--- config.mk ---
export PLATFORM = sky130hd
export DESIGN_NAME = io_subsys_top
export DESIGN_NICKNAME = d
export VERILOG_FILES = /design/src/hw/io_pkg.sv /design/src/hw/axil_io_bridge.sv /design/src/hw/io_bus_arbiter.sv /design/src/hw/io_frc.sv /design/src/hw/io_gpio.sv /design/src/hw/io_subsys_top.sv
export VERILOG_INCLUDE_DIRS = /design/src /design/src/include
export SDC_FILE = /design/constraint.sdc
export NUM_CORES = 1
export LEC_CHECK = 0
export ABC_AREA = 1
export BUFFER_PORTS_ARGS = -buffer_cell sky130_fd_sc_hd__clkbuf_2
export CAP_MARGIN = 25
export CORE_MARGIN = 2
export CORE_UTILIZATION = 59
export DETAILED_ROUTE_END_ITERATION = 6
export PLACE_DENSITY = 0.82
export SETUP_SLACK_MARGIN = 0.3
export SYNTH_ARGS = -nofsm -noshare
export SYNTH_HDL_FRONTEND = slang
export SYNTH_SLANG_ARGS = --single-unit
--- constraint.sdc ---
create_clock -name clk -period 4.3 [get_ports clk]
set_input_delay 0.215 -clock clk [delete_from_list [all_inputs] [get_ports clk]]
set_output_delay 0.215 -clock clk [all_outputs]
set_load 0.02 [all_outputs]
--- src/include/io_params.svh ---
// IO register map and sizes of the IO subsystem.
// Include where IO register addresses or peripheral widths are needed.
// Addresses are word addresses, that is byte address bits 15 down to 2.

`ifndef IO_PARAMS_SVH
`define IO_PARAMS_SVH

// Free-run counter registers
`define IO_FRC_VALLO 14'h3E00
`define IO_FRC_VALHI 14'h3E01
`define IO_FRC_CMPLO 14'h3E02
`define IO_FRC_CMPHI 14'h3E03
`define IO_FRC_CNTRL 14'h3E04

// GPIO registers
`define IO_GPIO_OUT  14'h3F00
`define IO_GPIO_IN   14'h3F01
`define IO_GPIO_EDGE 14'h3F02

// Counter and compare register width
// High words carry the bits above 31
`define IO_FRC_WIDTH 40

// Number of GPIO pins in each direction
`define IO_GPIO_WIDTH 8

`endif

--- src/hw/io_pkg.sv ---
// Types shared by the IO subsystem RTL and its testbench.
// Modules import the package in their header.

package io_pkg;

	// Word address on the IO bus, byte address bits 15 down to 2
	typedef logic [13:0] io_adr_t;

	// Data word on AXI4-Lite and on the IO bus
	typedef logic [31:0] io_data_t;

	// AXI4-Lite response code
	typedef logic [1:0] axil_resp_t;

	localparam axil_resp_t AXIL_OKAY = 2'b00;

	// Master index seen by the arbiter
	typedef logic io_mst_t;

	localparam io_mst_t MST_CPU = 1'b0;
	localparam io_mst_t MST_DMA = 1'b1;

endpackage

--- src/hw/axil_io_bridge.sv ---
// AXI4-Lite slave port to IO bus request converter.
// Accepts one transaction at a time, requests the IO bus until the
// arbiter grants it, then returns the write or read response.

`timescale 1ns/10ps

module axil_io_bridge
	import io_pkg::*;
(
	input  logic        clk,
	input  logic        rst_n,
	// AXI4-Lite write address and data
	input  logic        awvalid,
	output logic        awready,
	input  logic [31:0] awaddr,
	input  logic        wvalid,
	output logic        wready,
	input  io_data_t    wdata,
	// Write response
	output logic        bvalid,
	input  logic        bready,
	output axil_resp_t  bresp,
	// Read address and data
	input  logic        arvalid,
	output logic        arready,
	input  logic [31:0] araddr,
	output logic        rvalid,
	input  logic        rready,
	output io_data_t    rdata,
	output axil_resp_t  rresp,
	// Toward the arbiter
	output logic        req,
	output logic        req_we,
	output io_adr_t     req_adr,
	output io_data_t    req_wdata,
	input  logic        gnt,
	input  io_data_t    gnt_rdata
);

	typedef enum logic [1:0] {
		ST_IDLE,
		ST_REQ,
		ST_RESP
	} state_t;

	state_t   state;
	logic     wr_accept;
	logic     rd_accept;
	logic     resp_done;
	io_data_t rdata_q;

	// Writes win when both channels present at once
	assign wr_accept = (state == ST_IDLE) && awvalid && wvalid;
	assign rd_accept = (state == ST_IDLE) && arvalid && !(awvalid && wvalid);

	assign awready = wr_accept;
	assign wready  = wr_accept;
	assign arready = rd_accept;

	assign req = (state == ST_REQ);

	assign bvalid = (state == ST_RESP) && req_we;
	assign rvalid = (state == ST_RESP) && !req_we;
	assign bresp  = AXIL_OKAY;
	assign rresp  = AXIL_OKAY;
	assign rdata  = rdata_q;

	assign resp_done = (bvalid && bready) || (rvalid && rready);

	always_ff @(posedge clk or negedge rst_n) begin
		if (!rst_n) begin
			state <= ST_IDLE;
		end else begin
			case (state)
				ST_IDLE: if (wr_accept || rd_accept) state <= ST_REQ;
				ST_REQ:  if (gnt) state <= ST_RESP;
				ST_RESP: if (resp_done) state <= ST_IDLE;
				default: state <= ST_IDLE;
			endcase
		end
	end

	// Latched transaction, byte address reduced to the word address
	always_ff @(posedge clk) begin
		if (wr_accept) begin
			req_we    <= 1'b1;
			req_adr   <= awaddr[15:2];
			req_wdata <= wdata;
		end else if (rd_accept) begin
			req_we  <= 1'b0;
			req_adr <= araddr[15:2];
		end
		// Read data is only valid in the grant cycle
		if (req && gnt)
			rdata_q <= gnt_rdata;
	end

	a_bvalid_hold: assert property (@(posedge clk) disable iff (!rst_n)
		bvalid && !bready |=> bvalid);

	a_rvalid_hold: assert property (@(posedge clk) disable iff (!rst_n)
		rvalid && !rready |=> rvalid && $stable(rdata));

endmodule

--- src/hw/io_bus_arbiter.sv ---
// Round-robin arbiter between the CPU and DMA bridges.
// Grants one request per cycle, drives the IO bus from the winner and
// hands the read chain result back to the bridges.

`timescale 1ns/10ps

module io_bus_arbiter
	import io_pkg::*;
(
	input  logic     clk,
	input  logic     rst_n,
	// CPU bridge
	input  logic     cpu_req,
	input  logic     cpu_we,
	input  io_adr_t  cpu_adr,
	input  io_data_t cpu_wdata,
	output logic     cpu_gnt,
	// DMA bridge
	input  logic     dma_req,
	input  logic     dma_we,
	input  io_adr_t  dma_adr,
	input  io_data_t dma_wdata,
	output logic     dma_gnt,
	// Read data to whichever bridge holds the grant
	output io_data_t gnt_rdata,
	// IO bus
	output logic     io_we,
	output logic     io_radr_en,
	output io_adr_t  io_adr,
	output io_data_t io_wdata,
	input  io_data_t io_rdata
);

	io_mst_t last_gnt;

	// On a tie the master not served last wins
	assign cpu_gnt = cpu_req && (!dma_req || (last_gnt == MST_DMA));
	assign dma_gnt = dma_req && (!cpu_req || (last_gnt == MST_CPU));

	always_ff @(posedge clk or negedge rst_n) begin
		if (!rst_n)
			last_gnt <= MST_DMA;
		else if (cpu_gnt)
			last_gnt <= MST_CPU;
		else if (dma_gnt)
			last_gnt <= MST_DMA;
	end

	assign io_we      = (cpu_gnt && cpu_we) || (dma_gnt && dma_we);
	assign io_radr_en = (cpu_gnt && !cpu_we) || (dma_gnt && !dma_we);
	assign io_adr     = dma_gnt ? dma_adr : cpu_adr;
	assign io_wdata   = dma_gnt ? dma_wdata : cpu_wdata;

	// Only the granted bridge samples this
	assign gnt_rdata = io_rdata;

	a_one_grant: assert property (@(posedge clk) disable iff (!rst_n)
		!(cpu_gnt && dma_gnt) && !(io_we && io_radr_en));

	// A losing master is served in the next cycle
	a_cpu_fair: assert property (@(posedge clk) disable iff (!rst_n)
		cpu_req && !cpu_gnt |=> cpu_gnt);

	a_dma_fair: assert property (@(posedge clk) disable iff (!rst_n)
		dma_req && !dma_gnt |=> dma_gnt);

endmodule

--- src/hw/io_frc.sv ---
// Free-run counter slave on the IO bus, used as the machine timer.
// Counter and compare values are written as a low word and a high byte.
// The compare output goes to the core as the timer interrupt request.

`timescale 1ns/10ps

`include "io_params.svh"

module io_frc
	import io_pkg::*;
(
	input  logic     clk,
	input  logic     rst_n,
	// IO bus
	input  logic     io_we,
	input  logic     io_radr_en,
	input  io_adr_t  io_adr,
	input  io_data_t io_wdata,
	input  io_data_t io_rdata_in,
	output io_data_t io_rdata,
	// Core side
	input  logic     csr_mtie,
	output logic     frc_cntr_val_leq
);

	localparam int HI_W = `IO_FRC_WIDTH - 32;

	logic [`IO_FRC_WIDTH-1:0] cntr_val;
	logic [`IO_FRC_WIDTH-1:0] cmp_val;
	logic                     run;
	logic                     cntr_clr;

	logic we_vallo;
	logic we_valhi;
	logic we_cmplo;
	logic we_cmphi;
	logic we_cntrl;

	assign we_vallo = io_we && (io_adr == `IO_FRC_VALLO);
	assign we_valhi = io_we && (io_adr == `IO_FRC_VALHI);
	assign we_cmplo = io_we && (io_adr == `IO_FRC_CMPLO);
	assign we_cmphi = io_we && (io_adr == `IO_FRC_CMPHI);
	assign we_cntrl = io_we && (io_adr == `IO_FRC_CNTRL);

	// Clear bit acts once and is not stored
	assign cntr_clr = we_cntrl && io_wdata[1];

	always_ff @(posedge clk or negedge rst_n) begin
		if (!rst_n)
			cntr_val <= '0;
		else if (cntr_clr)
			cntr_val <= '0;
		else if (we_vallo)
			cntr_val <= {cntr_val[`IO_FRC_WIDTH-1:32], io_wdata};
		else if (we_valhi)
			cntr_val <= {io_wdata[HI_W-1:0], cntr_val[31:0]};
		else if (run)
			cntr_val <= cntr_val + 1'b1;
	end

	always_ff @(posedge clk or negedge rst_n) begin
		if (!rst_n)
			cmp_val <= '0;
		else if (we_cmplo)
			cmp_val <= {cmp_val[`IO_FRC_WIDTH-1:32], io_wdata};
		else if (we_cmphi)
			cmp_val <= {io_wdata[HI_W-1:0], cmp_val[31:0]};
	end

	always_ff @(posedge clk or negedge rst_n) begin
		if (!rst_n)
			run <= 1'b0;
		else if (we_cntrl)
			run <= io_wdata[0];
	end

	// Read chain, pass through unless one of our addresses is read
	always_comb begin
		io_rdata = io_rdata_in;
		if (io_radr_en) begin
			case (io_adr)
				`IO_FRC_VALLO: io_rdata = cntr_val[31:0];
				`IO_FRC_VALHI: io_rdata = 32'(cntr_val[`IO_FRC_WIDTH-1:32]);
				`IO_FRC_CMPLO: io_rdata = cmp_val[31:0];
				`IO_FRC_CMPHI: io_rdata = 32'(cmp_val[`IO_FRC_WIDTH-1:32]);
				`IO_FRC_CNTRL: io_rdata = {31'd0, run};
				default:       io_rdata = io_rdata_in;
			endcase
		end
	end

	assign frc_cntr_val_leq = (cntr_val <= cmp_val) && run && csr_mtie;

endmodule

--- src/hw/io_gpio.sv ---
// GPIO slave on the IO bus.
// Holds the output pins, synchronizes the input pins and records
// rising edges until software clears them by writing ones.

`timescale 1ns/10ps

`include "io_params.svh"

module io_gpio
	import io_pkg::*;
(
	input  logic                      clk,
	input  logic                      rst_n,
	// IO bus
	input  logic                      io_we,
	input  logic                      io_radr_en,
	input  io_adr_t                   io_adr,
	input  io_data_t                  io_wdata,
	input  io_data_t                  io_rdata_in,
	output io_data_t                  io_rdata,
	// Pins
	input  logic [`IO_GPIO_WIDTH-1:0] gpio_in,
	output logic [`IO_GPIO_WIDTH-1:0] gpio_out
);

	logic [`IO_GPIO_WIDTH-1:0] in_meta;
	logic [`IO_GPIO_WIDTH-1:0] in_sync;
	logic [`IO_GPIO_WIDTH-1:0] in_prev;
	logic [`IO_GPIO_WIDTH-1:0] edge_q;
	logic [`IO_GPIO_WIDTH-1:0] rise;
	logic [`IO_GPIO_WIDTH-1:0] edge_clr;

	// Rising edge of the synchronized input
	assign rise     = in_sync & ~in_prev;
	assign edge_clr = (io_we && (io_adr == `IO_GPIO_EDGE)) ?
		io_wdata[`IO_GPIO_WIDTH-1:0] : '0;

	always_ff @(posedge clk or negedge rst_n) begin
		if (!rst_n) begin
			gpio_out <= '0;
			in_meta  <= '0;
			in_sync  <= '0;
			in_prev  <= '0;
			edge_q   <= '0;
		end else begin
			if (io_we && (io_adr == `IO_GPIO_OUT))
				gpio_out <= io_wdata[`IO_GPIO_WIDTH-1:0];
			in_meta <= gpio_in;
			in_sync <= in_meta;
			in_prev <= in_sync;
			// A new edge beats a clear in the same cycle
			edge_q <= (edge_q & ~edge_clr) | rise;
		end
	end

	always_comb begin
		io_rdata = io_rdata_in;
		if (io_radr_en) begin
			case (io_adr)
				`IO_GPIO_OUT:  io_rdata = 32'(gpio_out);
				`IO_GPIO_IN:   io_rdata = 32'(in_sync);
				`IO_GPIO_EDGE: io_rdata = 32'(edge_q);
				default:       io_rdata = io_rdata_in;
			endcase
		end
	end

endmodule

--- src/hw/io_subsys_top.sv ---
// IO subsystem top level.
// CPU and DMA AXI4-Lite ports share one IO bus through a round-robin
// arbiter; the bus serves the GPIO block and the free-run counter.

`timescale 1ns/10ps

module io_subsys_top
	import io_pkg::*;
(
	input  logic        clk,
	input  logic        rst_n,
	// CPU data port
	input  logic        cpu_awvalid,
	output logic        cpu_awready,
	input  logic [31:0] cpu_awaddr,
	input  logic        cpu_wvalid,
	output logic        cpu_wready,
	input  io_data_t    cpu_wdata,
	output logic        cpu_bvalid,
	input  logic        cpu_bready,
	output axil_resp_t  cpu_bresp,
	input  logic        cpu_arvalid,
	output logic        cpu_arready,
	input  logic [31:0] cpu_araddr,
	output logic        cpu_rvalid,
	input  logic        cpu_rready,
	output io_data_t    cpu_rdata,
	output axil_resp_t  cpu_rresp,
	// DMA port
	input  logic        dma_awvalid,
	output logic        dma_awready,
	input  logic [31:0] dma_awaddr,
	input  logic        dma_wvalid,
	output logic        dma_wready,
	input  io_data_t    dma_wdata,
	output logic        dma_bvalid,
	input  logic        dma_bready,
	output axil_resp_t  dma_bresp,
	input  logic        dma_arvalid,
	output logic        dma_arready,
	input  logic [31:0] dma_araddr,
	output logic        dma_rvalid,
	input  logic        dma_rready,
	output io_data_t    dma_rdata,
	output axil_resp_t  dma_rresp,
	// Core and pins
	input  logic        csr_mtie,
	output logic        frc_cntr_val_leq,
	input  logic [7:0]  gpio_in,
	output logic [7:0]  gpio_out
);

	logic     cpu_req, cpu_req_we, cpu_gnt;
	io_adr_t  cpu_req_adr;
	io_data_t cpu_req_wdata;
	logic     dma_req, dma_req_we, dma_gnt;
	io_adr_t  dma_req_adr;
	io_data_t dma_req_wdata;
	io_data_t gnt_rdata;

	logic     io_we, io_radr_en;
	io_adr_t  io_adr;
	io_data_t io_wdata;
	io_data_t gpio_rdata;
	io_data_t frc_rdata;

	axil_io_bridge u_cpu_bridge (
		.clk, .rst_n,
		.awvalid(cpu_awvalid), .awready(cpu_awready), .awaddr(cpu_awaddr),
		.wvalid(cpu_wvalid), .wready(cpu_wready), .wdata(cpu_wdata),
		.bvalid(cpu_bvalid), .bready(cpu_bready), .bresp(cpu_bresp),
		.arvalid(cpu_arvalid), .arready(cpu_arready), .araddr(cpu_araddr),
		.rvalid(cpu_rvalid), .rready(cpu_rready), .rdata(cpu_rdata), .rresp(cpu_rresp),
		.req(cpu_req), .req_we(cpu_req_we), .req_adr(cpu_req_adr),
		.req_wdata(cpu_req_wdata), .gnt(cpu_gnt), .gnt_rdata(gnt_rdata)
	);

	axil_io_bridge u_dma_bridge (
		.clk, .rst_n,
		.awvalid(dma_awvalid), .awready(dma_awready), .awaddr(dma_awaddr),
		.wvalid(dma_wvalid), .wready(dma_wready), .wdata(dma_wdata),
		.bvalid(dma_bvalid), .bready(dma_bready), .bresp(dma_bresp),
		.arvalid(dma_arvalid), .arready(dma_arready), .araddr(dma_araddr),
		.rvalid(dma_rvalid), .rready(dma_rready), .rdata(dma_rdata), .rresp(dma_rresp),
		.req(dma_req), .req_we(dma_req_we), .req_adr(dma_req_adr),
		.req_wdata(dma_req_wdata), .gnt(dma_gnt), .gnt_rdata(gnt_rdata)
	);

	io_bus_arbiter u_arbiter (
		.clk, .rst_n,
		.cpu_req, .cpu_we(cpu_req_we), .cpu_adr(cpu_req_adr),
		.cpu_wdata(cpu_req_wdata), .cpu_gnt,
		.dma_req, .dma_we(dma_req_we), .dma_adr(dma_req_adr),
		.dma_wdata(dma_req_wdata), .dma_gnt,
		.gnt_rdata,
		.io_we, .io_radr_en, .io_adr, .io_wdata, .io_rdata(frc_rdata)
	);

	// Read chain starts at zero, GPIO first, counter last
	io_gpio u_gpio (
		.clk, .rst_n,
		.io_we, .io_radr_en, .io_adr, .io_wdata,
		.io_rdata_in(32'd0), .io_rdata(gpio_rdata),
		.gpio_in, .gpio_out
	);

	io_frc u_frc (
		.clk, .rst_n,
		.io_we, .io_radr_en, .io_adr, .io_wdata,
		.io_rdata_in(gpio_rdata), .io_rdata(frc_rdata),
		.csr_mtie, .frc_cntr_val_leq
	);

endmodule

# [Word-level counts from Yosys, hierarchy flattened]
# Index checks and enable logic that the tools add are counted.
[classes] n_mux=26 bitwise_logic=7 magnitude_cmp=1 addsub=1 n_eq_ne=20 n_reduce_logical=62
[op_table] cell="$mux W40" n=4
[op_table] cell="$pmux W32 S5" n=1
[op_table] cell="$mux W32" n=4
[op_table] cell="$eq A14 B14 Y1 const B" n=8
[op_table] cell="$mux W14" n=5
[op_table] cell="$add A40 B1 Y40 const B" n=1
[op_table] cell="$le A40 B40 Y1" n=1
[op_table] cell="$logic_and A1 B1 Y1" n=36
[op_table] cell="$pmux W8 S3" n=1
[op_table] cell="$and A8 B8 Y8" n=2
[op_table] cell="$not A8 Y8" n=2
[op_table] cell="$mux W2" n=6
[op_table] cell="$pmux W2 S3" n=2
[op_table] cell="$logic_or A1 B1 Y1" n=8
[op_table] cell="$mux W8" n=1
[op_table] cell="$ne A2 B2 Y1 const B" n=4
[op_table] cell="$or A8 B8 Y8" n=1
[op_table] cell="$logic_not A1 Y1" n=6
[op_table] cell="$ne A2 B1 Y1 const B" n=3
[op_table] cell="$reduce_and A2 Y1" n=3
[op_table] cell="$reduce_and A3 Y1" n=2
[op_table] cell="$reduce_bool A2 Y1" n=3
[op_table] cell="$reduce_bool A3 Y1" n=2
[op_table] cell="$eq A2 B1 Y1 const B" n=2
[op_table] cell="5 further kinds" n=9
[word_totals] ff_bits=284 input_bits=213

# [Longest topological paths before layout]
[depth] ltp_word=11 ltp_mapped=15 depth_no_buf=15

# [Cells and area by module]
# A second synthesis with hierarchy kept.
[hier_totals] cells_unflattened=1983 hier_area_um2=15916.5
[by_module_without_submodules] mod="io_frc" n_inst=1 area_each_um2=7439.6 cells_per_inst=1240
[by_module_without_submodules] mod="axil_io_bridge" n_inst=2 area_each_um2=2783.9 cells_per_inst=157
[by_module_without_submodules] mod="io_gpio" n_inst=1 area_each_um2=1886.8 cells_per_inst=227
[by_module_without_submodules] mod="io_bus_arbiter" n_inst=1 area_each_um2=1018.5 cells_per_inst=201
[by_module_without_submodules] mod="io_subsys_top" n_inst=1 area_each_um2=3.8 cells_per_inst=1

# [Worst setup path after synthesis]
# Ideal clock, no wire load.
[synth_path] kind="register to output" start="reg u_dma_bridge.state[1]" end="out dma_wready" path_slack_ns=1.648 arrival_time_ns=2.437 path_stages_with_launch=6 path_cell_list="dfrtp_1 nor2_1 nand2_1 inv_1 buf_1 buf_4"
[synth_via] elab_chain_len=3
[synth_rtl] item="from (decl)" line_no="axil_io_bridge.sv:46" rtl="state_t state;"
[synth_rtl] item="from (signal assigned)" line_no="axil_io_bridge.sv:72" rtl="state <= ST_IDLE;"
[synth_rtl] item="from (signal assigned)" line_no="axil_io_bridge.sv:75" rtl="ST_IDLE: if (wr_accept || rd_accept) state <= ST_REQ;"
[synth_rtl] item="from (signal assigned)" line_no="axil_io_bridge.sv:76" rtl="ST_REQ: if (gnt) state <= ST_RESP;"
[synth_rtl] item="$logic_not A2 Y1" line_no="axil_io_bridge.sv:53" rtl="assign wr_accept = (state == ST_IDLE) && awvalid && wvalid;"
[synth_rtl] item="$logic_and A1 B1 Y1 (2 in series)" line_no="axil_io_bridge.sv:53"
[synth_rtl] item="to (decl)" line_no="io_subsys_top.sv:34" rtl="output logic dma_wready,"
# No other way between the ends.

# [Worst setup path in the final report]
[layout_path] start="reg u_arbiter.last_gnt" end="reg u_frc.cntr_val[25]"
[layout_via] elab_chain_len=9
[layout_rtl] item="from (decl)" line_no="io_bus_arbiter.sv:34" rtl="io_mst_t last_gnt;"
[layout_rtl] item="from (signal assigned)" line_no="io_bus_arbiter.sv:42" rtl="last_gnt <= MST_DMA;"
[layout_rtl] item="from (signal assigned)" line_no="io_bus_arbiter.sv:44" rtl="last_gnt <= MST_CPU;"
[layout_rtl] item="from (signal assigned)" line_no="io_bus_arbiter.sv:46" rtl="last_gnt <= MST_DMA;"
[layout_rtl] item="$not A1 Y1" line_no="io_bus_arbiter.sv:38" rtl="assign dma_gnt = dma_req && (!cpu_req || (last_gnt == MST_CPU));"
[layout_rtl] item="$logic_or A1 B1 Y1" line_no="io_bus_arbiter.sv:38"
[layout_rtl] item="$logic_and A1 B1 Y1" line_no="io_bus_arbiter.sv:38"
[layout_rtl] item="$mux W14 / $logic_and A1 B1 Y1 (equally long branches)" line_no="io_bus_arbiter.sv:51, io_bus_arbiter.sv:49"
[layout_rtl] item="$eq A14 B14 Y1 (no line) / $logic_or A1 B1 Y1 (equally long branches)"
[layout_rtl] item="$logic_and A1 B1 Y1" line_no="io_frc.sv:43" rtl="assign we_cntrl = io_we && (io_adr == `IO_FRC_CNTRL);"
[layout_rtl] item="$logic_and A1 B1 Y1" line_no="io_frc.sv:46" rtl="assign cntr_clr = we_cntrl && io_wdata[1];"
[layout_rtl] item="$ne A3 B1 Y1 (no line) / $reduce_bool A3 Y1 (equally long branches)"
[layout_rtl] item="$reduce_and A2 Y1 (no line)"
[layout_rtl] item="to (signal assigned)" line_no="io_frc.sv:54" rtl="cntr_val <= {cntr_val[`IO_FRC_WIDTH-1:32], io_wdata};"
[layout_rtl] item="to (signal assigned)" line_no="io_frc.sv:56" rtl="cntr_val <= {io_wdata[HI_W-1:0], cntr_val[31:0]};"
[layout_rtl] item="to (signal assigned)" line_no="io_frc.sv:58" rtl="cntr_val <= cntr_val + 1'b1;"
[layout_rtl] item="to (decl)" line_no="io_frc.sv:28" rtl="logic [`IO_FRC_WIDTH-1:0] cntr_val;"
# Parallel ways exist; a longest one is shown, timed or not. The select of a mux whose other input is x is not followed.
# A chain may end at the register's enable or synchronous reset.

==> flow_summary.toml <==
[yosys]
synth_top_area_share_pct = 33.1
seq_area_frac_synth_pct = 55.7
synth_edf_count = 156
netlist_instances = 1512
syn_area_sq_mm = 0.0141
ys_types = 51
ys_async_sr_fraction_pct = 44.4
synth-seq-cells = 284
ys_top_cells_by_count = "nand2_1 (485), edfxtp_1 (156), dfrtp_1 (125), inv_1 (107), nand3_1 (103)"
yosys.area.top_type = "edfxtp_1"
synth_area_leaders = "edfxtp_1 (33%), dfrtp_1 (22%), nand2_1 (13%)"
ys_warn_count = 0
avgSynthCellArea_sq_um = 9.35
synth_top_flop_cell = "edfxtp_1"
yosysMostFrequentCell = "nand2_1"

[grt]
grt_max_degree = 56
grt_antenna_before_repair = 2
gr-total-overflow = 0
grt_pass1_wl_mm = 66.6
first_global_vias = 12300
grt_util_all_layers_pct = 33.7

[critical_path]
crit_arrival_ns = 4.12
slowest_delay_ns = 0.79
critPathRequiredTime_ns = 4.78
reg2regPathDepth = 10
cp_cell_sequence = "nand3_4 -> nand2_2 -> nand2_1 -> nand2_2 -> inv_2 -> nor2_4 -> nand3_4 -> a21oi_4 -> nand2_1 -> nand2_1"
endpoint_kind = "flop"
timing.critical_path.mode_cell = "nand2_1"
critPathSlowestCell = "a21oi_4"
critical_path_class = "flop to flop"
start_kind = "flop"
cp_max_fo = 31

[power]
pwr_density_cell_mw_per_mm2 = 445
cellLeakagePower_nw = 7.88
total_power_mw = 7.82
peakVddDrop_mv = 0.516

[floorplan]
die_h_um = 159
die_x_um = 159
start_util_pct = 60.2
fp.dieArea_sq_mm = 0.0252
num_rows = 56
io_pins = 304
core_area_sq_mm = 0.0235

[sta]
tns_ns = 0
max_slew_margin_pct = 28.6
rsz0062_at_grt = "false"
min_period_over_period_pct = 84.6
hold_violations = 0
fin_skew_ns = 0.0197
fin_ws_ns = 0.663
fmax_ghz = 0.275
worst_slew_pin_slew_ns = 1.04
finalSetupViolCount = 0
report.final.slew_viol_count = 0
fin_crit_ns = 3.64

[cells_and_area]
seq_area_sq_mm = 0.00788
layout.cells.non_filler = 2203
fin_util_pct = 74.9
multiInputGateArea_sq_mm = 0.00545
drive_gt1_share_pct = 17.3
fin_nets = 2115
syn2layout_area_growth_pct = 24.3
fill_cells = 1587

[routing]
finalWirelength_mm = 42.9
vias = 12400
viasPerCell = 5.62
antenna_left = 0
wl_per_cell_um = 19.5
firstDrtPassIters = 6
drc = 0
drt_iter0_markers = 1213

[clocking]
cts_setup_buffers = 0
clockRootBuffer = "clkbuf_16"
clkSlewWorstSetupHoldPaths_ns = 0.07
cts_buffers = 28
clock-sinks = 284
cts_tree = "yes"
insertion_delay_ns = 0.56
cts_htree_levels = 1
cts_buffer_depth = 3

[placement]
dp_slack_ns = 0.838
port_buffers = 223
place_hpwl_mm = 26.0
place_inst = 2017
place_congestion = 0.942

[outcome]
status = "finished, final reports clean"

[job]
timing.max_cap.violations = 0

[hold_path]
worstHoldPathType = "input pin to async pin"
## where the power goes
| part | internal, mW | switching (mW) |
|---|---|---|
| combinational | 0.558 | 1.42 |
| sequential | 3.37 | 0.155 |
| clock | 1.27 | 1.04 |
| total | 5.20 | 2.62 |
## registers in the layout, summed over array words and instances (netlist names), 2 cells and up
register / flops
u_dma_bridge.state: 2
u_gpio.gpio_out: 8
u_dma_bridge.req_wdata: 32
u_frc.cntr_val: 40
u_gpio.in_sync: 8
u_dma_bridge.rdata: 32
u_cpu_bridge.state: 2
u_gpio.in_prev: 8
u_cpu_bridge.rdata: 32
u_gpio.in_meta: 8
u_gpio.edge_q: 8
u_dma_bridge.req_adr: 14
u_cpu_bridge.req_wdata: 32
u_frc.cmp_val: 40
u_cpu_bridge.req_adr: 14
## per-layer routing
layer  GRT usage, %  vias up  wire, um
li1               -     5697         -
met1           44.8     5851     16900
met2           56.9      710     20700
met3           5.07      132      3750
met4           11.5        0      1490
met5              0        -         0
## path summary, 6_finish.rpt
| check | start | endpoint | slack, ns |
|---|---|---|---|
| max | u_arbiter.last_gnt$_DFFE_PN1P_ | u_frc.cntr_val[25]$_DFFE_PN0P_ | 0.66 |
| min | rst_n | u_gpio.in_meta[7]$_DFF_PN0_ | 0.12 |
| max reg2reg | u_arbiter.last_gnt$_DFFE_PN1P_ | u_frc.cntr_val[25]$_DFFE_PN0P_ | 0.66 |
| min reg2reg | u_gpio.in_meta[2]$_DFF_PN0_ | u_gpio.in_sync[2]$_DFF_PN0_ | 0.35 |
| max in group asynchronous | rst_n | u_frc.cmp_val[27]$_DFFE_PN0P_ | 3.09 |
| min in group clk | cpu_arvalid | u_cpu_bridge.req_we$_SDFFE_PP1P_ | 0.12 |
## through the flow
step	hold slack [ns]	cell area (sq um)
after floorplan	-0.0806	14200
after global placement	0.126	15400
after detailed placement	0.130	15400
after CTS	0.0133	17600
after global routing	0.141	17600
final	0.116	17600
## cell usage in the layout (no fill, tap or decap), types with 5 or more instances in the layout
cell,instances
nor2_1,89
inv_1,105
clkbuf_16,29
xor2_1,24
nor2_4,5
a21oi_1,44
nand2_2,12
xnor2_1,11
buf_4,13
mux2i_1,29
conb_1,8
nand3_1,103
nor3_1,14
dfrtp_1,125
clkbuf_1,8
nand4_1,13
inv_2,9
ha_1,41
clkbuf_2,222
or2_0,26
o21ai_0,58
dlygate4sd3_1,133
edfxtp_1,156
nand2_1,485
o21ai_1,64
## logic make-up after synthesis
kind of cell / Yosys count / synth area share, %
AO/OA/AOI/OAI: 180 / 6.85
XOR/XNOR: 35 / 2.17
adder cells (fa/ha/maj): 41 / 3.63
buffers and inverters: 172 / 5.88
flip-flops: 284 / 55.7
multiplexers: 29 / 2.05
other: 1 / 0.0265
AND/OR/NAND/NOR: 770 / 23.7
## final cells by class
| type | count | area share, % |
|---|---|---|
| multi-input cells | 1063 | 31.0 |
| clock inverters | 12 | 0.399 |
| clock buffers | 39 | 4.46 |
| diodes | 2 | 0.0285 |
| repair buffers | 369 | 14.5 |
| well taps | 319 | 2.27 |
| inverters | 115 | 2.46 |
| flip-flops and latches | 284 | 44.8 |
## worst max-delay path, delay by kind of cell, from the launching register on
family          cells  cell delay, ns
simple gates        8            2.09
flops               1            0.58
compound gates      1            0.79
buf+inv             1            0.08
## what timing repair did
item                                   in CTS  in global routing
endpoints found under the hold margin     126                  0
gates resized for setup                     0                  0
setup endpoints to repair                   0                  0
hold buffers                              133                  0
(Power assumes the default switching activity.)
